===== config.mk =====
export PLATFORM = sky130hd
export DESIGN_NAME = sv_cart_loader
export DESIGN_NICKNAME = d
export VERILOG_FILES = /design/src/hw/sv_board_pkg.sv /design/src/hw/sv_cart_loader.sv
export SDC_FILE = /design/constraint.sdc
export NUM_CORES = 1
export LEC_CHECK = 0
export ABC_CLOCK_PERIOD_IN_PS = 1400
export BUFFER_PORTS_ARGS = -buffer_cell sky130_fd_sc_hd__buf_2
export CORE_MARGIN = 3
export CORE_UTILIZATION = 30
export DETAILED_ROUTE_END_ITERATION = 8
export PLACE_DENSITY = 0.71
export REMOVE_ABC_BUFFERS = 1
export SKIP_LAST_GASP = 1
export SLEW_MARGIN = 20
export SYNTH_ARGS = -nofsm -noshare
export SYNTH_HDL_FRONTEND = slang
export SYNTH_SLANG_ARGS = --single-unit

===== constraint.sdc =====
create_clock -name clk_sys -period 1.4 [get_ports clk_sys]
set_input_delay 0.21 -clock clk_sys [delete_from_list [all_inputs] [get_ports clk_sys]]
set_output_delay 0.21 -clock clk_sys [all_outputs]
set_load 0.1 [all_outputs]

===== src/hw/sv_board_pkg.sv =====
package sv_board_pkg;

	localparam int byte_w = 8;       // cartridge data width
	localparam int index_w = 8;      // download index width
	localparam int index_cmp_w = 6;  // only low bits of the index count
	localparam int chan_w = 8;       // per colour channel

	typedef logic [1:0] pix_t;       // palette index from the core

	typedef struct packed {
		logic [chan_w-1:0] r;
		logic [chan_w-1:0] g;
		logic [chan_w-1:0] b;
	} rgb_t;

	// greenish lcd look
	localparam rgb_t default_palette [4] = '{
		rgb_t'(24'h87BA6B),
		rgb_t'(24'h6BA378),
		rgb_t'(24'h386B82),
		rgb_t'(24'h384052)
	};

	localparam rgb_t custom_palette [4] = '{
		rgb_t'(24'hF7BEF7),
		rgb_t'(24'hE78686),
		rgb_t'(24'h7733E7),
		rgb_t'(24'h2C2C96)
	};

	// .bin and .sv cartridge images
	localparam logic [index_cmp_w-1:0] cart_index_bin = 6'd0;
	localparam logic [index_cmp_w-1:0] cart_index_sv = 6'd1;

endpackage


===== src/hw/sv_cart_loader.sv =====
`timescale 1ns/1ps

module sv_cart_loader #(
	parameter int rom_aw = 19
) (
	input  logic                             clk_sys,
	input  logic                             rst,

	input  logic                             dl_active,
	input  logic [sv_board_pkg::index_w-1:0] dl_index,
	input  logic                             dl_wr,
	input  logic [rom_aw-1:0]                dl_addr,
	input  logic [sv_board_pkg::byte_w-1:0]  dl_data,

	input  logic                             reset_req,
	input  logic                             button_reset,

	input  logic                             rom_read,
	input  logic [rom_aw-1:0]                rom_addr,
	output logic [sv_board_pkg::byte_w-1:0]  rom_data,
	output logic                             rom_ready,
	output logic                             large_rom,
	output logic                             core_reset,

	output logic                             mem_wr_en,
	output logic [rom_aw-1:0]                mem_wr_addr,
	output logic [sv_board_pkg::byte_w-1:0]  mem_wr_data,
	output logic [rom_aw-1:0]                mem_rd_addr,
	input  logic [sv_board_pkg::byte_w-1:0]  mem_rd_data
);

	import sv_board_pkg::*;

	logic [index_cmp_w-1:0] idx;
	logic                   cart_idx;
	logic                   rom_download;
	logic [rom_aw-1:0]      rom_mask;

	assign idx = dl_index[index_cmp_w-1:0];
	assign cart_idx = (idx == cart_index_bin) || (idx == cart_index_sv);
	assign rom_download = dl_active && cart_idx;

	// download bytes go straight into the cartridge ram
	assign mem_wr_en = rom_download && dl_wr;
	assign mem_wr_addr = dl_addr;
	assign mem_wr_data = dl_data;

	// last written address, i.e. size - 1
	always_ff @(posedge clk_sys) begin
		if (rst) begin
			rom_mask <= '1;
		end else if (mem_wr_en) begin
			rom_mask <= dl_addr;
		end
	end

	assign large_rom = |rom_mask[rom_aw-1 -: 2];  // above 1/4 of the space

	// mirror small carts over the whole address range
	assign mem_rd_addr = rom_addr & rom_mask;

	// ram read is registered so data lines up with ready
	always_ff @(posedge clk_sys) begin
		if (rst) begin
			rom_ready <= 1'b0;
		end else begin
			rom_ready <= rom_read && !rom_download;  // no fetches while loading
		end
	end

	assign rom_data = mem_rd_data;

	// hold the core while a cart is loading
	assign core_reset = rst | reset_req | button_reset | rom_download;

endmodule


=== Word level (Yosys, flattened, before mapping) ===
Cells that the tools add are included.

* RAM bits: 0
* ROM bits: 0
* Bits of input ports: 69
* Memories: 0
* Word-level logic and storage cells: 14
* Latch bits: 0
* Output and inout port bits: 58
* Bits in registers: 20

* Shift operators: 0
* $add $sub $neg: 0
* Bitwise gates (word level): 4
* Div/mod/pow operators: 0
* Mux-type cells: 0
* Reduce and logical (&&, ||, !) cells: 7
* $mul: 0
* Equal/unequal tests: 1
* $lt $le $gt $ge: 0

{| class="wikitable"
|+ Operators with widths
! kind !! count
|-
| AND 19 bit || 1
|-
| equality test 6 x 1 -> 1 bit, second input constant || 1
|-
| zero test 6 bit || 1
|-
| logical AND 1 bit || 3
|-
| OR 1 bit || 3
|-
| OR reduction 2 bit || 1
|-
| zero test 1 bit || 1
|-
| logical OR 1 bit || 1
|}

=== Depth between registers and ports, before layout ===
Gate-level depths: netlist (run 1).

* Depth in word-level cells: 5
* Gate-level depth with buffers: 4
* Depth with buffers taken out: 3

=== Worst setup path after synthesis (run 1) ===
No wires, ideal clock.

* Path type: input -> output
* From: input dl_index[1] (netlist name)
* To: output core_reset
* Arrival time: 1.712 ns
* Stages on the path: 3
* Required time: 1.190 ns
* Path buffers: 0
* Path slack: -0.522 ns
* Cells stage by stage: or4_4 nor3b_1 or4_1

* Cells in the longest elaborated chain, start to end: 4
* Elaborated cells between the ends (all ways): 5

{| class="wikitable"
|+ RTL lines
! what !! RTL line !! text
|-
| start, declared || sv_cart_loader.sv:10 || <nowiki>input logic [sv_board_pkg::index_w-1:0] dl_index,</nowiki>
|-
| equality test 6 x 1 -> 1 bit / zero test 6 bit (equally long branches) || sv_cart_loader.sv:40 || <nowiki>assign cart_idx = (idx == cart_index_bin) || (idx == cart_index_sv);</nowiki>
|-
| logical OR 1 bit * || sv_cart_loader.sv:40 ||
|-
| logical AND 1 bit * || sv_cart_loader.sv:41 || <nowiki>assign rom_download = dl_active && cart_idx;</nowiki>
|-
| OR 1 bit * || sv_cart_loader.sv:74 || <nowiki>assign core_reset = rst | reset_req | button_reset | rom_download;</nowiki>
|-
| end, declared || sv_cart_loader.sv:23 || <nowiki>output logic core_reset,</nowiki>
|}

Mark *: on every way between the ends. The rest lies on a longest branch, timed or not.

=== Worst setup path after layout (run 1) ===
* From: input dl_index[5] (netlist name)
* To: output mem_wr_en

* Cells in the longest elaborated chain, start to end: 4
* Elaborated cells between the ends (all ways): 5

{| class="wikitable"
|+ RTL lines
! what !! RTL line !! text
|-
| equality test 6 x 1 -> 1 bit / zero test 6 bit (equally long branches) || sv_cart_loader.sv:40 ||
|-
| logical OR 1 bit * || sv_cart_loader.sv:40 ||
|-
| logical AND 1 bit * || sv_cart_loader.sv:41 ||
|-
| logical AND 1 bit * || sv_cart_loader.sv:44 || <nowiki>assign mem_wr_en = rom_download && dl_wr;</nowiki>
|-
| end, declared || sv_cart_loader.sv:25 || <nowiki>output logic mem_wr_en,</nowiki>
|}

Marked as above.

==> results.toml, run 1 <==
[outcome]
run_status = "finished with violations"
violations = "negative setup slack"

[route]
wirelength_per_cell_um = 11.21
drcViolationCount = 0
drt.antenna.violating_nets = 0
drt-initial-drc-count = 14
detail_route.vias_per_cell = 4.300
route.vias.total = 1088
drt_pass1_iterations = 3
totalWireLength_mm = 2.836

[sta]
rsz_0062_raised_after_global_routing = "yes"
setup_viol = 19
final.period_utilization = 1.157
slew_headroom = 0.6758
finalMaxSlewViolations = 0
worst_pin_slew_ns = 0.4896
worst_clock_skew_ns = 0
final.min_clock_period_ns = 1.620
timing.fmax_mhz = 617.4
fin_ws_ns = -0.2198
timing.final.hold_violations = 0
fin_hold_ws_ns = 0.2194

[place]
dp_hpwl_mm = 2.265
dp.cells = 249
placement.io_buffers = 91
routabilityCongestion = 0.6482

[setup_path]
slowest_stage = "sky130_fd_sc_hd__or4_4"
critical_path_peak_fanout = 2
path_delay_family = "simple AND/OR/NAND/NOR gates"
path_class = "primary input to output port"
path_buf_inv = 3
list_of_cells_traversed_by_the_critical_path = "buf_6 > or4_4 > nor3_4 > buf_12 > buf_12"
critical_path.max_stage_delay_ns = 0.56
setup.worst_path.start_class = "primary input"
req_time_crit_path_ns = 1.19
endpoint_kind = "output port"
critical_path.most_common_cell = "sky130_fd_sc_hd__buf_12"
critPathArrivalTime_ns = 1.41

[yosys]
postSynth.asyncResetShare = 0
netlist_instances = 144
synthesis.area_um2 = 1212
synth_flop_cell = "sky130_fd_sc_hd__dfxtp_1"
synth.yosys.warnings = 0
netlist_top_cells_area = "sky130_fd_sc_hd__dfxtp_1, sky130_fd_sc_hd__buf_4, sky130_fd_sc_hd__mux2i_1"
synth-edff-count = 0
synth_largest_area_cell = "sky130_fd_sc_hd__dfxtp_1"
yosys_register_bits = 20
mean_post_synth_cell_area_um2 = 8.420
synth_most_common_cell = "sky130_fd_sc_hd__nor2_1"
yosys-top-cells-count = "sky130_fd_sc_hd__nor2_1, sky130_fd_sc_hd__buf_4, sky130_fd_sc_hd__dfxtp_1"
sequential_element_share_of_the_synthesized_area = 0.3302
yosys.area.top_type_share = 0.3302
number_of_distinct_standard_cells_referenced_by_the_synthesized_netlist = 14

[die]
dieArea_um2 = 4840
floorplan.rows = 22
initial_core_util = 0.3215
fp.coreArea_um2 = 3771
height_of_the_chip_um = 69.57
io-pin-count = 127
die_w_um = 69.57

[clock_tree]
clock_sink_count = 20
worstSkewPairLatency_ns = 0.25
clk_pin_slew_ns = 0.07
cts_made_buffers = 3
tritoncts = "built"
cts_max_level = 1
cts_hold_buffers = 0
clk_tree_root_cell = "sky130_fd_sc_hd__clkbuf_8"
clockBufferDepth = 2

[power]
power.static_leakage_nw = 0.7645
irDropWorstVdd_mv = 0.3338
post-layout-total-power_mw = 1.624
power_density_nw_per_um2 = 982.1

[cells_and_area]
final_layout_size_suffix_gt1_frac = 0.5220
design.final.nets = 276
finalNonFillerCells = 253
area_growth_pct = 36.43
n_antenna_cell = 0

[flow_run]
drv.max_cap_violation_count = 0

[global_route]
globalRoute.totalOverflow = 0
global_route_wire_length_before_repair_mm = 4.560
initial_antenna_violation_count = 0
globalRouteTotalUtil = 0.1142
grt_start_max_net_pins = 40
grt_pass1_vias = 1071

[worst_hold_path]
hp-class = "primary input to register"
cell type report:
class	count	area [µm²]
Sequential cell	20	400.4
Timing Repair Buffer	99	625.6
Multi-Input combinational cell	83	526.8
Fill cell	392	2117
Tap cell	48	60.06
Clock buffer	3	41.29
cell usage in the layout, fill, tap and decap left out, drive strengths merged:
cell	instances
buf	98
nor2	38
dfxtp	20
and2	19
mux2i	19
clkbuf	4
or4	2
nor3b	2
nand2	1
nor3	1
or2	1
per-layer routing:
layer / wire, µm / share of wire / global-route usage / up-vias
met5: 0 / 0 / 0.03333 / -
met4: 8 / 0.0028 / 0.03254 / 0
met3: 456 / 0.16 / 0.06522 / 2
met2: 1268 / 0.45 / 0.1790 / 80
met1: 1103 / 0.39 / 0.1295 / 465
li1: - / - / - / 541
state kept, by name, indices dropped and copies added, names as in the netlist:
signal / cells
rom_mask: 19
rom_ready: 1
power breakdown:
group	internal [mW]	switching [mW]
Sequential	0.572	0.00136
Clock	0.191	0.183
Combinational	0.138	0.538
Total	0.902	0.722
through the flow:
step	util	instance area, µm²	setup slack (ns)	TNS (ns)
after global routing	0.4386	1654	-0.2521	-2.911
after detailed placement	0.4184	1578	-0.3326	-4.693
after CTS	0.4370	1648	-0.2147	-1.632
after floorplan	-	912.1	-1.114	-22.66
final	0.4386	1654	-0.2198	-1.922
after global placement	0.4184	1578	-0.2796	-3.594
worst paths after layout:
check	cells past startpoint	slack [ns]	from	endpoint
worst min-delay path	2	0.22	rom_read	rom_ready
worst min register to register	2	0.51	rom_mask[10]	rom_mask[10]
worst max-delay path	5	-0.22	dl_index[5]	mem_wr_en
worst max register to register	2	0.80	rom_mask[15]	rom_mask[15]
what timing repair did:
item	CTS	global route
setup endpoints to repair	2	20
buffers inserted	1	0
pin swaps	4	1
hold endpoints to repair	0	0
gates resized for setup	4	2
cells by family (layout without fill, tap and decap cells):
kind of cell | Yosys count | in the layout | synth area share
flip-flops | 20 | 20 | 0.3302
multiplexers | 19 | 19 | 0.1569
AND/OR/NAND/NOR | 64 | 64 | 0.2652
buffers and inverters | 41 | 102 | 0.2477
Note: power is estimated with default switching activity, not from simulation.
==> inputs of run 2 (changes only) <==
- ABC_AREA: unset -> 1
==> run 2 against run 1 <==
The run now ends clean. Clock-buffer cell count did not move. First-iteration DRC count grew to 4.9 times the previous value. Via count rose by 17%. Synthesized area is 1.7% higher. Highest routed layer unchanged. Combinational power increased by 3.1%. Worst setup slack improved by 0.30 ns. Register-to-register slack better by 0.03 ns. Core utilization down 1.4 points. Design area down 2.4%. Non-clock buffer count shrank 1.
==> results.toml, run 2 <==
[cells_and_area]
most-common-layout-cells = "sky130_fd_sc_hd__buf_2, sky130_fd_sc_hd__nand2_1, sky130_fd_sc_hd__inv_1"
finalNonFillerCells = 281
final_layout_size_suffix_gt1_frac = 0.4592
top_regs = "rom_mask: 19 flops, rom_ready: 1 flops"
area_growth_pct = 30.96
largest_register = "rom_mask"
nFillCells = 392
n_antenna_cell = 0
mostFrequentLayoutCell = "sky130_fd_sc_hd__buf_2"
design.final.nets = 303
largest_register_ff_count = 19

[global_route]
globalRouteTotalUtil = 0.1307
grt_pass1_vias = 1093
globalRoute.totalOverflow = 0
grt_start_max_net_pins = 22
global_route_wire_length_before_repair_mm = 5.140
initial_antenna_violation_count = 0

[yosys]
synth_most_common_cell = "sky130_fd_sc_hd__nand2_1"
postSynth.asyncResetShare = 0
netlist_top_cells_area = "sky130_fd_sc_hd__dfxtp_1, sky130_fd_sc_hd__buf_4, sky130_fd_sc_hd__nand2_1"
yosys_register_bits = 20
yosys-top-cells-count = "sky130_fd_sc_hd__nand2_1, sky130_fd_sc_hd__buf_4, sky130_fd_sc_hd__inv_1"
synth_largest_area_cell = "sky130_fd_sc_hd__dfxtp_1"
sequential_element_share_of_the_synthesized_area = 0.3249
synth.yosys.warnings = 0
synth_flop_cell = "sky130_fd_sc_hd__dfxtp_1"
yosys.area.top_type_share = 0.3249
mean_post_synth_cell_area_um2 = 7.002
synthesis.area_um2 = 1232
netlist_instances = 176
number_of_distinct_standard_cells_referenced_by_the_synthesized_netlist = 15
synth-edff-count = 0

[worst_hold_path]
worst_hold_path.endpoint = "rom_ready"
holdPathStages = 3
hp-class = "primary input to register"
hp-start = "rom_read"

[power]
p_int_mw = 1.085
power.share.switching = 0.4149
irDropWorstVdd_mv = 0.5877
p_comb_frac = 0.376
pwr-share-clk = 0.314
power_switching_mw = 0.7695
power.static_leakage_nw = 0.9970
power_density_nw_per_um2 = 1149
post-layout-total-power_mw = 1.855
seqPwrFrac = 0.311

[flow_run]
drv.max_cap_violation_count = 0

[die]
initial_core_util = 0.3244
die_w_um = 70.10
height_of_the_chip_um = 70.10
io-pin-count = 127
dieArea_um2 = 4913
fp.coreArea_um2 = 3799
floorplan.rows = 22

[route]
totalWireLength_mm = 3.301
route.vias.total = 1278
drt-initial-drc-count = 68
detail_route.vias_per_cell = 4.548
wirelength_per_cell_um = 11.75
drt_pass1_iterations = 4
drt.antenna.violating_nets = 0
drcViolationCount = 0

[sta]
timing.final.hold_violations = 0
rsz_0062_raised_after_global_routing = "no"
slew_headroom = 0.6749
fin_ws_ns = 0.08162
worst_pin_slew_ns = 0.4910
final.period_utilization = 0.9417
timing.fmax_mhz = 758.5
final.min_clock_period_ns = 1.318
worst_clock_skew_ns = 0
finalMaxSlewViolations = 0
setup_viol = 0

[setup_path]
req_time_crit_path_ns = 1.19
setup.worst_path.start_class = "register"
r2r_setup_slack_ns = 0.83
worstReg2RegEnd = "rom_mask[7]"
critPathArrivalTime_ns = 1.11
endpoint_kind = "output port"
reg2reg_depth = 2
critical_path_peak_fanout = 3
path_class = "register to output port"
worstReg2RegStart = "rom_mask[7]"

[place]
dp.cells = 277
routabilityCongestion = 0.6860
dp_hpwl_mm = 2.564
placement.io_buffers = 91
place_worst_setup_slack_ns = 0.1401

[clock_tree]
cts_hold_buffers = 0
cts_post_setup_buffers_inserted = 0
clk_tree_root_cell = "sky130_fd_sc_hd__clkbuf_8"
clk_pin_slew_ns = 0.08
cts_max_level = 1
clock_sink_count = 20
worstSkewPairLatency_ns = 0.25
tritoncts = "built"
cts_made_buffers = 3
clockBufferDepth = 2

[outcome]
run_status = "completed"
run 2: cell types whose count changed after synthesis, moves of 20 or more:
| cell | delta |
|---|---|
| sky130_fd_sc_hd__inv_1 | +24 |
| sky130_fd_sc_hd__nand2_1 | +41 |
| sky130_fd_sc_hd__nand3_1 | +20 |
| sky130_fd_sc_hd__nor2_1 | -37 |
run 2: critical path: stages (launching register included):
cell,delay [ns]
sky130_fd_sc_hd__dfxtp_1,0.35
sky130_fd_sc_hd__nand2_1,0.05
sky130_fd_sc_hd__inv_1,0.04
sky130_fd_sc_hd__buf_2,0.41
run 2: worst max path at each step:
stage                            start         endpoint  slack, ns  depth (start not counted)
after detailed placement   dl_index[5]        mem_wr_en       0.14                          6
after global routing      rom_mask[16]  mem_rd_addr[16]      0.001                          3
after global placement     dl_index[5]        mem_wr_en       0.14                          6
final                     rom_mask[17]  mem_rd_addr[17]       0.08                          3
after floorplan            dl_index[5]        mem_wr_en      -0.59                          3
after CTS                 rom_mask[18]        large_rom       0.01                          2
run 2: repair_timing:
| action | 4_1_cts | 5_1_grt |
|---|---|---|
| setup endpoints to repair | 0 | 6 |
| hold endpoints to repair | 0 | 0 |
| resized for setup | 0 | 7 |
run 2: power by group through the flow:
stage	registers, mW	logic [mW]	clock network (mW)
after CTS	0.576	0.696	0.613
final	0.576	0.697	0.582
after global placement	0.590	0.693	0
after floorplan	0.601	0.293	0
after detailed placement	0.590	0.695	0
after global routing	0.577	0.725	0.638
run 2: cell type report:
type	instances	area, µm²	area share
clock buffers	3	41.29	0.02558
repair buffers	98	578.1	0.3581
inverters	25	93.84	0.05814
well taps	48	60.06	0.03721
multi-input cells	86	410.4	0.2543
clock inverters	1	30.03	0.01860
flip-flops and latches	20	400.4	0.2481
run 2: cells by family (layout without fill, tap and decap cells):
family / count (synthesis) / in the layout / share of synthesized area
buffers and inverters: 70 / 127 / 0.3442
AND/OR/NAND/NOR: 86 / 86 / 0.3310
flip-flops: 20 / 20 / 0.3249
run 2: metrics by stage:
stage | setup TNS (ns) | utilization | area (µm²) | hold WS (ns)
final | 0 | 0.4249 | 1614 | 0.1608
after global routing | 0 | 0.4249 | 1614 | 0.1705
after CTS | 0 | 0.4209 | 1599 | 0.1508
after detailed placement | 0 | 0.4022 | 1528 | 0.4207
after global placement | 0 | 0.4022 | 1528 | 0.4207
after floorplan | -5.539 | - | 902.1 | 0.3358
run 2: routing by layer:
| metal | vias to the layer above | part of all wire | track usage |
|---|---|---|---|
| met2 | 100 | 0.43 | 0.1941 |
| li1 | 636 | - | - |
| met3 | 2 | 0.17 | 0.08633 |
| met5 | - | 0 | 0.04444 |
| met1 | 540 | 0.40 | 0.1571 |
| met4 | 0 | 0.0039 | 0.01915 |
