### config.mk
export PLATFORM = sky130hd
export DESIGN_NAME = sv_palette_blend
export DESIGN_NICKNAME = d
export VERILOG_FILES = /design/src/hw/sv_board_pkg.sv /design/src/hw/sv_palette_blend.sv
export SDC_FILE = /design/constraint.sdc
export NUM_CORES = 1
export LEC_CHECK = 0
export BUFFER_PORTS_ARGS = -buffer_cell sky130_fd_sc_hd__buf_2
export CORE_ASPECT_RATIO = 0.9
export CORE_MARGIN = 2
export CORE_UTILIZATION = 55
export CTS_BUF_LIST = sky130_fd_sc_hd__clkbuf_8
export DETAILED_ROUTE_END_ITERATION = 10
export PLACE_DENSITY = 0.9
export SLEW_MARGIN = 20
export SYNTH_ARGS = -nofsm -noshare
export SYNTH_HDL_FRONTEND = slang
export SYNTH_SLANG_ARGS = --single-unit
### constraint.sdc
create_clock -name clk_sys -period 3.2 [get_ports clk_sys]
set_clock_uncertainty 0.15 [all_clocks]
set_input_delay 0.32 -clock clk_sys [delete_from_list [all_inputs] [get_ports clk_sys]]
set_output_delay 0.32 -clock clk_sys [all_outputs]
set_load 0.05 [all_outputs]
### src/hw/sv_board_pkg.sv
package sv_board_pkg;

	localparam int byte_w = 8;       // cartridge data width
	localparam int index_w = 8;      // download index width
	localparam int index_cmp_w = 6;  // only low bits of the index count
	localparam int chan_w = 8;       // per colour channel

	typedef logic [1:0] pix_t;       // palette index from the core

	typedef struct packed {
		logic [chan_w-1:0] r;
		logic [chan_w-1:0] g;
		logic [chan_w-1:0] b;
	} rgb_t;

	// greenish lcd look
	localparam rgb_t default_palette [4] = '{
		rgb_t'(24'h87BA6B),
		rgb_t'(24'h6BA378),
		rgb_t'(24'h386B82),
		rgb_t'(24'h384052)
	};

	localparam rgb_t custom_palette [4] = '{
		rgb_t'(24'hF7BEF7),
		rgb_t'(24'hE78686),
		rgb_t'(24'h7733E7),
		rgb_t'(24'h2C2C96)
	};

	// .bin and .sv cartridge images
	localparam logic [index_cmp_w-1:0] cart_index_bin = 6'd0;
	localparam logic [index_cmp_w-1:0] cart_index_sv = 6'd1;

endpackage

### src/hw/sv_palette_blend.sv
`timescale 1ns/1ps

module sv_palette_blend #(
	parameter int fb_aw = 15
) (
	input  logic                            clk_sys,
	input  logic                            rst,

	input  logic                            pix_ce,
	input  sv_board_pkg::pix_t              pixel,
	input  logic                            hblank,
	input  logic                            vblank,
	input  logic                            hsync,
	input  logic                            vsync,

	input  logic                            custom_pal,
	input  logic                            blend_en,

	output logic                            fb_wr_en,
	output logic [fb_aw-1:0]                fb_addr,
	output sv_board_pkg::pix_t              fb_wr_pixel,
	input  sv_board_pkg::pix_t              fb_rd_pixel,

	output logic [sv_board_pkg::chan_w-1:0] red,
	output logic [sv_board_pkg::chan_w-1:0] green,
	output logic [sv_board_pkg::chan_w-1:0] blue,
	output logic                            hs_out,
	output logic                            vs_out
);

	import sv_board_pkg::*;

	logic             visible;
	logic [fb_aw-1:0] pos;
	rgb_t             cur_rgb;
	rgb_t             prev_rgb;
	rgb_t             mix_rgb;

	function automatic logic [chan_w-1:0] avg(
		input logic [chan_w-1:0] a,
		input logic [chan_w-1:0] b
	);
		logic [chan_w:0] sum;
		sum = {1'b0, a} + b;
		return sum[chan_w:1];
	endfunction

	assign visible = ~hblank & ~vblank;

	// position of the current visible pixel in the frame
	always_ff @(posedge clk_sys) begin
		if (rst) begin
			pos <= '0;
		end else if (pix_ce) begin
			if (vsync) begin
				pos <= '0;  // new frame
			end else if (visible) begin
				pos <= pos + 1'b1;
			end
		end
	end

	// read and write share the counter; the read still sees last frame
	assign fb_addr = pos;
	assign fb_wr_en = pix_ce & visible;
	assign fb_wr_pixel = pixel;

	always_comb begin
		cur_rgb = custom_pal ? custom_palette[pixel] : default_palette[pixel];
		prev_rgb = custom_pal ? custom_palette[fb_rd_pixel] : default_palette[fb_rd_pixel];
		mix_rgb = cur_rgb;
		if (blend_en) begin
			mix_rgb.r = avg(cur_rgb.r, prev_rgb.r);  // flicker blend
			mix_rgb.g = avg(cur_rgb.g, prev_rgb.g);
			mix_rgb.b = avg(cur_rgb.b, prev_rgb.b);
		end
	end

	// outputs move only on the pixel enable
	always_ff @(posedge clk_sys) begin
		if (rst) begin
			red <= '0;
			green <= '0;
			blue <= '0;
			hs_out <= 1'b0;
			vs_out <= 1'b0;
		end else if (pix_ce) begin
			red <= visible ? mix_rgb.r : '0;  // black in blanking
			green <= visible ? mix_rgb.g : '0;
			blue <= visible ? mix_rgb.b : '0;
			hs_out <= hsync;
			vs_out <= vsync;
		end
	end

endmodule

=== Word level (Yosys, flattened, before mapping) ===
Cells that the tools add are included.

* Add/subtract/negate cells: 4
* $lt $le $gt $ge: 2
* Multiplexer cells: 20
* Bitwise logic cells: 6
* Reductions and logical operators: 2

{| class="wikitable"
|+ Operators by type and width
! cell !! number
|-
| two-way mux 24 bit || 11
|-
| binary-select mux 24 bit (select 2 bit) || 4
|-
| two-way mux 15 bit || 2
|-
| adder 8 x 8 -> 9 bit || 3
|-
| two-way mux 8 bit || 3
|-
| adder 15 x 1 -> 15 bit (second input constant) || 1
|-
| greater-or-equal comparator 3 bit (second input constant) || 2
|-
| NOT 2 -> 3 bit || 2
|-
| bitwise AND 1 bit || 2
|-
| NOT 1 bit || 2
|-
| AND reduction 2 bit || 1
|-
| nonzero test 2 bit || 1
|}

* Register bits after elaboration: 41
* Output and inout bits: 44
* Logic and storage cells: 40

=== Logic depth before layout (Yosys ltp) ===
Gate-level depths: netlist of run 1.

* Depth in word-level cells: 8
* Gate-level depth with buffers: 12
* Depth with buffers taken out: 11

=== Worst setup path after synthesis of run 1 ===
OpenSTA, ideal clock, no wires.

* Kind: in2reg
* Start: input port custom_pal
* End: register green[7] in the netlist's numbering
* Setup time: 130 ps
* Arrival: 2398 ps
* Required time: 2920 ps
* Slack: 522 ps
* Stages on the path: 11
* Path buffers: 3
* Cell sequence: buf_2 -> buf_2 -> buf_2 -> or2_2 -> a2bb2oi_1 -> ha_1 -> a21oi_1 -> o21ai_1 -> a2111oi_0 -> o21ai_0 -> nor3b_1

* Longest elaborated chain between the ends: 4
* Elaborated cells on any way between the ends: 5
* Classes of those cells: add/sub (1); mux (4)

{| class="wikitable"
|+ RTL lines
! what !! line !! RTL
|-
| start, declared || sv_palette_blend.sv:16 || <nowiki>input logic custom_pal,</nowiki>
|-
| two-way mux 24 bit (on tied branches) || sv_palette_blend.sv:69, sv_palette_blend.sv:70 ||
|-
| adder 8 x 8 -> 9 bit || sv_palette_blend.sv:44 || <nowiki>sum = {1'b0, a} + b;</nowiki>
|-
| two-way mux 24 bit (*) || sv_palette_blend.sv:72 || <nowiki>if (blend_en) begin</nowiki>
|-
| two-way mux 8 bit (*) || sv_palette_blend.sv:89 || <nowiki>green <= visible ? mix_rgb.g : '0;</nowiki>
|-
| end signal, assigned || sv_palette_blend.sv:89 ||
|-
| end, declared || sv_palette_blend.sv:25 || <nowiki>output logic [sv_board_pkg::chan_w-1:0] green,</nowiki>
|}

Every way passes the cells marked *; elsewhere a longest branch is shown, timed or not.
A chain may end at the register's enable or synchronous reset.

=== Final worst setup path of run 1 ===
* Start: input port pixel[1]
* End: register green[7] in the netlist's numbering

* Longest elaborated chain between the ends: 8
* Elaborated cells on any way between the ends: 11
* Classes of those cells: add/sub (1); mux (9); bitwise (1)

{| class="wikitable"
|+ RTL lines
! what !! line !! RTL
|-
| start, declared || sv_palette_blend.sv:10 || <nowiki>input sv_board_pkg::pix_t pixel,</nowiki>
|-
| NOT 2 -> 3 bit (implied by the code) (*) || sv_palette_blend.sv:69 || <nowiki>cur_rgb = custom_pal ? custom_palette[pixel] : default_palette[pixel];</nowiki>
|-
| binary-select mux 24 bit (select 2 bit) || sv_palette_blend.sv:69 ||
|-
| two-way mux 24 bit (implied by the code) (2 in series) || sv_palette_blend.sv:69 ||
|-
| two-way mux 24 bit (*) || sv_palette_blend.sv:69 ||
|-
| adder 8 x 8 -> 9 bit || sv_palette_blend.sv:44 ||
|-
| two-way mux 24 bit (*) || sv_palette_blend.sv:72 ||
|-
| two-way mux 8 bit (*) || sv_palette_blend.sv:89 ||
|}

Every way passes the cells marked *; elsewhere a longest branch is shown, timed or not. The select of a mux whose other input is x is not followed.

==> impl_metrics.py, run 1 <==
metrics = {
    "die": {
        "io_pins": 57,
        "dieArea_um2": 6340,
        "start_util_pct": 56.2,
        "core_area_um2": 5600,
        "die_h_um": 75.7,
        "die_w_um": 83.7,
        "num_rows": 26,
    },
    "synth": {
        "synth_area_um2": 3140,
        "syn_nets": 449,
        "synth_largest_area_cell": "dfxtp_1",
        "seq_area_frac_synth_pct": 26.1,
        "synth_area_leaders": "dfxtp_1 (26%), ha_1 (14%), a21oi_1 (5.9%)",
        "avgSynthCellArea_um2": 7.90,
        "ys.warnings.count": 0,
        "yosysUniqueCellTypes": 54,
        "synth_seq_cells": 41,
        "synthCells": 398,
        "synth_ff_type": "dfxtp_1",
        "async_reset_ff_share_pct": 0,
        "synth_top_area_share_pct": 26.1,
        "synth_edf_count": 0,
    },
    "detailed_routing": {
        "routed_wl_um": 8320,
        "vias": 3183,
        "first_pass_iters": 6,
        "remaining_drc_errors": 0,
        "via_per_inst": 6.20,
        "routedWlPerCell_um": 16.2,
        "ant_nets": 0,
        "drtIter0Drc": 317,
    },
    "setup_path": {
        "crit_chain": "buf_2 -> inv_1 -> ha_1 -> or2_2 -> a2bb2oi_1 -> ha_1 -> a21oi_1 -> o21ai_1 -> a2111oi_0 -> o21ai_0 -> nor3b_1",
        "worstPathRequired_ps": 3200,
        "critical_path_class": "input port to flop",
        "rrSetupSlack_ps": 1280,
        "critical_path_arrival_ps": 2720,
        "start_kind": "input port",
        "critPathCaptureType": "flop",
        "cp_common_cell": "ha_1",
        "worstPathMaxFanout": 9,
        "max_stage_delay_ps": 440,
        "slowest_stage": "a2111oi_0",
    },
    "cells_and_area": {
        "mostFrequentLayoutCells": "buf_2 (56), dfxtp_1 (41), nor2_1 (40), a21oi_1 (37), ha_1 (35)",
        "num-nets-final": 493,
        "final_core_util_pct": 63.4,
        "drive_gt1_share_pct": 17.4,
        "area_growth_syn_to_layout_pct": 12.9,
        "antenna_cells": 0,
        "final_common_cell": "buf_2",
    },
    "pwr": {
        "power.density_nw_per_um2": 393,
        "power_leakage_nw": 1.61,
        "ir_worst_vdd_v": 0.000304,
        "p_sw_w": 0.000469,
        "seq_power_share_pct": 38.0,
        "pwr-share-clk_pct": 31.4,
        "p_int_w": 0.000924,
        "p_comb_share_pct": 30.6,
        "swShare_pct": 33.7,
    },
    "timing": {
        "finalSetupViolations": 0,
        "tightest_slew_ps": 846,
        "rsz0062_at_grt": "false",
        "relSlewSlack_pct": 43.4,
        "tns_ps": 0,
        "fin_crit_ps": 2720,
        "min_period_over_period_pct": 84.9,
        "hold_violations": 0,
        "drv_slew": 0,
        "fmax_mhz": 368,
    },
    "clock_tree": {
        "hold_buffers": 0,
        "clock_path_buffers": 2,
        "clk_latency_ps": 300,
        "cts_buffers": 5,
        "cts_root_buf": "clkbuf_8",
        "clk_pin_slew_ps": 80,
        "cts_sinks": 41,
        "ctsHtreeMaxLevel": 2,
        "cts_setup_buffers": 0,
        "cts_tree": "built",
        "cts_resized": 0,
    },
    "global_route": {
        "gr-total-overflow": 0,
        "antenna_found_initial": 0,
        "grt_pass1_wl_um": 13400,
        "track_usage_pct": 26.3,
        "grt_max_degree": 40,
        "grt_pass1_vias": 2857,
    },
    "job": {
        "maxCapViolCount": 0,
    },
    "worst_hold_path": {
        "worstHoldPathType": "input port to flop",
    },
    "place": {
        "gp_congestion": 0.925,
        "numPortBuffers": 56,
        "hpwl_um": 6140,
    },
    "status": {
        "run_status": "complete, no violations",
    },
}
[power by group through the flow]
stage / Clock, W / Combinational (W) / Sequential, W
after floorplan: 0 / 0.000279 / 0.000584
after global placement: 0 / 0.000403 / 0.000541
after detailed placement: 0 / 0.000414 / 0.000541
after CTS: 0.000440 / 0.000419 / 0.000529
after global routing: 0.000461 / 0.000469 / 0.000531
final: 0.000437 / 0.000427 / 0.000529
[logic make-up (layout without fill, tap and decap cells)]
logic type | Yosys count | count (layout) | synth area share, %
xor+xnor | 17 | 17 | 4.74
compound gates | 114 | 114 | 23.1
simple gates | 129 | 129 | 20.3
flops | 41 | 41 | 26.1
mux | 11 | 11 | 3.54
fa+ha+maj | 38 | 38 | 15.8
buf+inv | 48 | 93 | 6.33
[path summary, 6_finish.rpt]
kind	startpoint	end	cells after the start
setup / recovery	pixel[1]	green[7]$_SDFFE_PP0P_	11
setup reg to reg	fb_addr[0]$_SDFFE_PP0P_	fb_addr[14]$_SDFFE_PP0P_	6
hold reg to reg	red[1]$_SDFFE_PP0P_	red[1]$_SDFFE_PP0P_	2
hold / removal	hsync	hs_out$_SDFFE_PP0P_	3
[layer usage]
metal / routed length [µm] / vias up / track usage [%]
met1: 3450 / 1485 / 32.8
met2: 3980 / 166 / 44.7
met5: 0 / - / 0
li1: - / 1500 / -
met4: 316 / 0 / 12.5
met3: 577 / 32 / 5.42
[through the flow]
step	setup slack (ps)	area, µm²	total power [W]	hold slack (ps)	instances
global route	347	3550	0.00146	153	513
detailed placement	280	3430	0.000955	304	505
global placement	338	3430	0.000944	300	505
floorplan	522	3140	0.000863	317	398
finish	485	3550	0.00139	119	513
CTS	589	3550	0.00139	122	513
[final cells by class]
class / instances / area, µm²
clock buffer: 6 / 82.6
clock inverter: 2 / 37.5
fill: 482 / 2050
inverter: 27 / 101
multi-input combinational: 309 / 2120
sequential: 41 / 821
tap: 70 / 87.6
timing repair buffer: 58 / 295
[worst max-delay path: cells and delay by family]
| family | cells | cell delay [ps] |
|---|---|---|
| adders and majority gates | 2 | 600 |
| buffers and inverters | 2 | 310 |
| AOI/OAI and AO/OA | 5 | 1010 |
| and+or+nand+nor | 2 | 470 |
[sequential cells by signal (all words and copies together), names as in the netlist]
signal / flops
fb_addr: 15
blue: 8
green: 8
red: 8
hs_out: 1
vs_out: 1
[synthesized netlist by cell type (3+ instances only)]
library cell and count:
a222oi_1 4, nor2b_1 3, ha_1 35, a2bb2oi_1 4
and2_1 3, o21ai_0 24, a31oi_1 4, buf_2 9
fa_1 3, clkbuf_1 8, nand2b_1 7, or3_1 4
o211ai_1 6, nand4_1 3, a21oi_1 37, mux2i_1 10
a21o_1 6, nor3_1 9, dfxtp_1 41, inv_1 26
xnor2_1 9, a22oi_1 11, nand3_1 10, nand2_1 30
xor2_1 8, nor3b_1 3, or2_2 4, nor2_1 40
No activity file was read; power rests on OpenSTA's default activity.
==> run 2: changes to the inputs <==
==> constraint.sdc (replaced) <==
create_clock -name clk_sys -period 2.7 [get_ports clk_sys]
set_clock_uncertainty 0.15 [all_clocks]
set_input_delay 0.27 -clock clk_sys [delete_from_list [all_inputs] [get_ports clk_sys]]
set_output_delay 0.27 -clock clk_sys [all_outputs]
set_load 0.05 [all_outputs]
==> impl_metrics.py, run 2 (synthesized netlist as in run 1, its figures left out) <==
metrics = {
    "setup_path": {
        "r2r_end": "fb_addr[14]$_SDFFE_PP0P_",
        "crit_chain": "buf_2 -> inv_1 -> ha_1 -> nand2b_1 -> o22ai_1 -> inv_1 -> ha_1 -> a21o_1 -> a21o_1 -> a22oi_1 -> mux2i_1 -> o211ai_1",
        "critPathCaptureType": "flop",
        "reg2reg_depth": 6,
        "rrSetupSlack_ps": 780,
        "worstPathMaxFanout": 6,
        "crit_end": "green[6]$_SDFFE_PP0P_",
        "cpLargestDelayFamily": "compound AO/OA/AOI/OAI gates",
        "worstPathRequired_ps": 2710,
        "rr_startpoint": "fb_addr[0]$_SDFFE_PP0P_",
        "cp.depth": 12,
        "startpoint": "pixel[0]",
        "slowest_stage": "ha_1",
        "critical_path_arrival_ps": 2490,
        "start_kind": "input port",
        "path_buf_inv": 3,
        "max_stage_delay_ps": 390,
        "critical_path_class": "input port to flop",
    },
    "cells_and_area": {
        "multi_input_comb_area_um2": 2120,
        "fillCellCount": 454,
        "num-nets-final": 509,
        "largest_reg_flops": 15,
        "final_common_cell": "buf_2",
        "antenna_cells": 0,
        "mostFrequentLayoutCells": "buf_2 (56), dfxtp_1 (41), nor2_1 (40), a21oi_1 (37), ha_1 (35)",
        "regArea_um2": 821,
        "area_growth_syn_to_layout_pct": 17.3,
        "drive_gt1_share_pct": 20.3,
        "design_area_um2": 3690,
    },
    "detailed_routing": {
        "ant_nets": 0,
        "drtIter0Drc": 357,
        "routed_wl_um": 8780,
        "routedWlPerCell_um": 16.6,
        "via_per_inst": 6.23,
        "remaining_drc_errors": 0,
        "first_pass_iters": 7,
        "vias": 3296,
    },
    "place": {
        "gp_congestion": 0.921,
        "numPortBuffers": 56,
        "hpwl_um": 6440,
        "placed_cell_area_um2": 3550,
    },
    "timing": {
        "rsz0062_at_grt": "false",
        "relSlewSlack_pct": 38.3,
        "fin_crit_ps": 2480,
        "fmax_mhz": 403,
        "min_period_over_period_pct": 91.9,
        "hold_violations": 0,
        "finalSetupViolations": 0,
        "tns_ps": 0,
        "tightest_slew_ps": 922,
        "drv_slew": 0,
    },
    "clock_tree": {
        "cts_buffers": 5,
        "clk_pin_slew_ps": 80,
        "cts_sinks": 41,
        "hold_buffers": 0,
        "clk_latency_ps": 300,
        "cts_tree": "built",
        "ctsHtreeMaxLevel": 2,
        "cts_setup_buffers": 0,
        "cts_root_buf": "clkbuf_8",
        "clock_path_buffers": 2,
        "cts_resized": 0,
    },
    "die": {
        "start_util_pct": 56.2,
        "dieArea_um2": 6340,
        "die_h_um": 75.7,
        "io_pins": 57,
        "core_area_um2": 5600,
        "num_rows": 26,
        "die_w_um": 83.7,
    },
    "global_route": {
        "grt_pass1_vias": 2980,
        "grt_pass1_wl_um": 14000,
        "grt_max_degree": 40,
        "antenna_found_initial": 0,
        "gr-total-overflow": 0,
        "track_usage_pct": 27.6,
    },
    "pwr": {
        "power_leakage_nw": 1.69,
        "power.density_nw_per_um2": 478,
        "ir_worst_vdd_v": 0.000372,
    },
    "job": {
        "maxCapViolCount": 0,
    },
    "worst_hold_path": {
        "worstHoldPathType": "input port to flop",
    },
    "status": {
        "run_status": "complete, no violations",
    },
}
## run 2: how the worst min path moves through the flow
stage                                       to  cells after the start                  from  slack, ps
after CTS                  hs_out$_SDFFE_PP0P_                      3                 hsync        110
after floorplan            hs_out$_SDFFE_PP0P_                      2                 hsync        270
after detailed placement  blue[2]$_SDFFE_PP0P_                      2  blue[2]$_SDFFE_PP0P_        310
after global placement    blue[2]$_SDFFE_PP0P_                      2  blue[2]$_SDFFE_PP0P_        300
after global routing       hs_out$_SDFFE_PP0P_                      3                 hsync        110
final                      hs_out$_SDFFE_PP0P_                      3                 hsync        120
## run 2: layout make-up
cell class	instances	area share, %
Clock buffer	5	1.87
Clock inverter	3	1.87
Inverter	27	2.75
Multi-Input combinational cell	309	57.6
Sequential cell	41	22.3
Tap cell	70	2.38
Timing Repair Buffer	74	11.3
## run 2: where the power goes
part	leakage, nW	switching [W]	internal (W)
registers	0.332	0.00000878	0.000619
clock network	0.0687	0.000231	0.000372
logic	1.29	0.000338	0.000194
## run 2: worst register-to-register path, delay by kind of cell, from the launching register on
family	cells	cell delay (ps)
xor+xnor	1	160
flops	1	420
compound gates	1	300
simple gates	3	580
fa+ha+maj	1	190
## run 2: per-layer routing
layer,global-route usage (%),wire [µm]
met1,34.7,3640
met2,49.6,4280
met3,4.77,618
met4,8.60,244
met5,0,0
## run 2: stage by stage
stage                     util (%)  std cells  worst slack (ps)  hold WS, ps  total power, W
after detailed placement      63.4        521             -61.7          309         0.00116
final                         65.9        529               219          122         0.00176
after CTS                     65.9        529               240          112         0.00175
after global placement        63.4        521              48.4          301         0.00114
after floorplan                  -        398              72.1          267         0.00102
after global routing          65.9        529              40.0          115         0.00184
==> run 3: changes to the inputs <==
--- a/config.mk
+++ b/config.mk
@@ -8,10 +8,10 @@
 export BUFFER_PORTS_ARGS = -buffer_cell sky130_fd_sc_hd__buf_2
 export CORE_ASPECT_RATIO = 0.9
 export CORE_MARGIN = 2
-export CORE_UTILIZATION = 55
+export CORE_UTILIZATION = 50
 export CTS_BUF_LIST = sky130_fd_sc_hd__clkbuf_8
 export DETAILED_ROUTE_END_ITERATION = 10
-export PLACE_DENSITY = 0.9
+export PLACE_DENSITY = 0.84
 export SLEW_MARGIN = 20
 export SYNTH_ARGS = -nofsm -noshare
 export SYNTH_HDL_FRONTEND = slang
==> impl_metrics.py, run 3 (synthesized netlist as in run 1, its figures left out) <==
metrics = {
    "status": {
        "run_status": "complete, no violations",
    },
    "detailed_routing": {
        "drtIter0Drc": 160,
        "routedWlPerCell_um": 15.1,
        "via_per_inst": 5.73,
        "routed_wl_um": 8240,
        "remaining_drc_errors": 0,
        "first_pass_iters": 5,
        "ant_nets": 0,
        "vias": 3134,
    },
    "global_route": {
        "grt_max_degree": 26,
        "antenna_found_initial": 0,
        "track_usage_pct": 25.1,
        "grt_pass1_vias": 2945,
        "gr-total-overflow": 0,
        "grt_pass1_wl_um": 13900,
    },
    "clock_tree": {
        "ctsHtreeMaxLevel": 2,
        "clock_path_buffers": 2,
        "hold_buffers": 0,
        "cts_buffers": 5,
        "cts_resized": 0,
        "cts_setup_buffers": 0,
        "clk_latency_ps": 300,
        "cts_root_buf": "clkbuf_8",
        "clk_pin_slew_ps": 80,
        "cts_sinks": 41,
        "cts_tree": "built",
    },
    "cells_and_area": {
        "drive_gt1_share_pct": 20.4,
        "final_common_cell": "buf_2",
        "regArea_um2": 821,
        "antenna_cells": 0,
        "multi_input_comb_area_um2": 2120,
        "mostFrequentLayoutCells": "buf_2 (56), dfxtp_1 (41), nor2_1 (40), a21oi_1 (37), ha_1 (35)",
        "final_core_util_pct": 59.9,
        "num-nets-final": 510,
        "largest_reg_flops": 15,
        "area_growth_syn_to_layout_pct": 16.6,
        "post_layout_nonfiller_instances": 547,
        "fillCellCount": 569,
    },
    "die": {
        "core_area_um2": 6110,
        "io_pins": 57,
        "dieArea_um2": 6940,
        "die_w_um": 87.6,
        "die_h_um": 79.2,
        "start_util_pct": 51.4,
        "num_rows": 27,
    },
    "place": {
        "gp_congestion": 0.926,
        "hpwl_um": 6470,
        "dp_cells": 539,
        "numPortBuffers": 56,
    },
    "setup_path": {
        "worstPathMaxFanout": 4,
        "critical_path_class": "input port to flop",
        "critPathCaptureType": "flop",
        "start_kind": "input port",
        "worstPathRequired_ps": 2730,
        "critical_path_arrival_ps": 2450,
    },
    "pwr": {
        "ir_worst_vdd_v": 0.000287,
        "power_leakage_nw": 1.68,
        "fin_total_pwr_w": 0.00155,
        "power.density_nw_per_um2": 423,
    },
    "timing": {
        "tightest_slew_ps": 767,
        "fmax_mhz": 412,
        "finalSetupViolations": 0,
        "fin_crit_ps": 2420,
        "drv_slew": 0,
        "hold_violations": 0,
        "tns_ps": 0,
        "min_period_over_period_pct": 89.8,
        "relSlewSlack_pct": 48.8,
        "rsz0062_at_grt": "false",
    },
    "job": {
        "maxCapViolCount": 0,
    },
    "worst_hold_path": {
        "worstHoldPathType": "input port to flop",
    },
}
run 3: cell types whose count changed in the layout (fill, tap and decap cells not counted):
| cell | before | now |
|---|---|---|
| clkinv_2 | 0 | 2 |
| clkinvlp_4 | 0 | 1 |
| buf_4 | 18 | 19 |
| bufinv_16 | 2 | 0 |
| inv_6 | 1 | 0 |
run 3: report_power, final:
part / total, W / switching [W] / internal [W]
clock: 0.000398 / 0.000219 / 0.000178
sequential: 0.000628 / 0.00000852 / 0.000619
combinational: 0.000526 / 0.000331 / 0.000195
run 3: stage by stage:
step | setup slack (ps) | hold slack, ps | area (µm²)
global placement | 70.5 | 304 | 3580
CTS | 322 | 67.6 | 3660
detailed placement | 18.6 | 303 | 3580
floorplan | 72.1 | 267 | 3140
global route | 14.1 | 79.2 | 3660
finish | 276 | 67.4 | 3660
run 3: cell type report:
| type | instances | share of cell area, % |
|---|---|---|
| Inverter | 27 | 2.77 |
| Tap cell | 87 | 2.97 |
| Clock buffer | 5 | 1.88 |
| Multi-Input combinational cell | 309 | 58.0 |
| Timing Repair Buffer | 75 | 11.5 |
| Clock inverter | 3 | 0.478 |
| Sequential cell | 41 | 22.4 |
run 3: worst paths after layout:
kind,from,endpoint,slack (ps),cells past startpoint
worst min-delay path,hsync,hs_out$_SDFFE_PP0P_,70,3
worst min register to register,blue[2]$_SDFFE_PP0P_,blue[2]$_SDFFE_PP0P_,320,2
worst max-delay path,pixel[0],green[7]$_SDFFE_PP0P_,280,11
worst max register to register,fb_addr[0]$_SDFFE_PP0P_,fb_addr[14]$_SDFFE_PP0P_,820,6
run 3: layer usage:
| metal | vias up | part of all wire, % | global-route usage, % |
|---|---|---|---|
| li1 | 1542 | - | - |
| met1 | 1463 | 45 | 33.1 |
| met2 | 116 | 47 | 42.6 |
| met3 | 13 | 6.3 | 3.74 |
| met4 | 0 | 1.6 | 6.46 |
| met5 | - | 0 | 0 |
run 3: worst max-delay path: stages:
cell and delay (ps):
buf_2 90, inv_1 80, ha_1 240, or2_2 300, a2bb2oi_1 170, ha_1 350, a21oi_1 130, o21ai_1 100
a2111oi_0 440, o21ai_0 140, nor3b_1 150
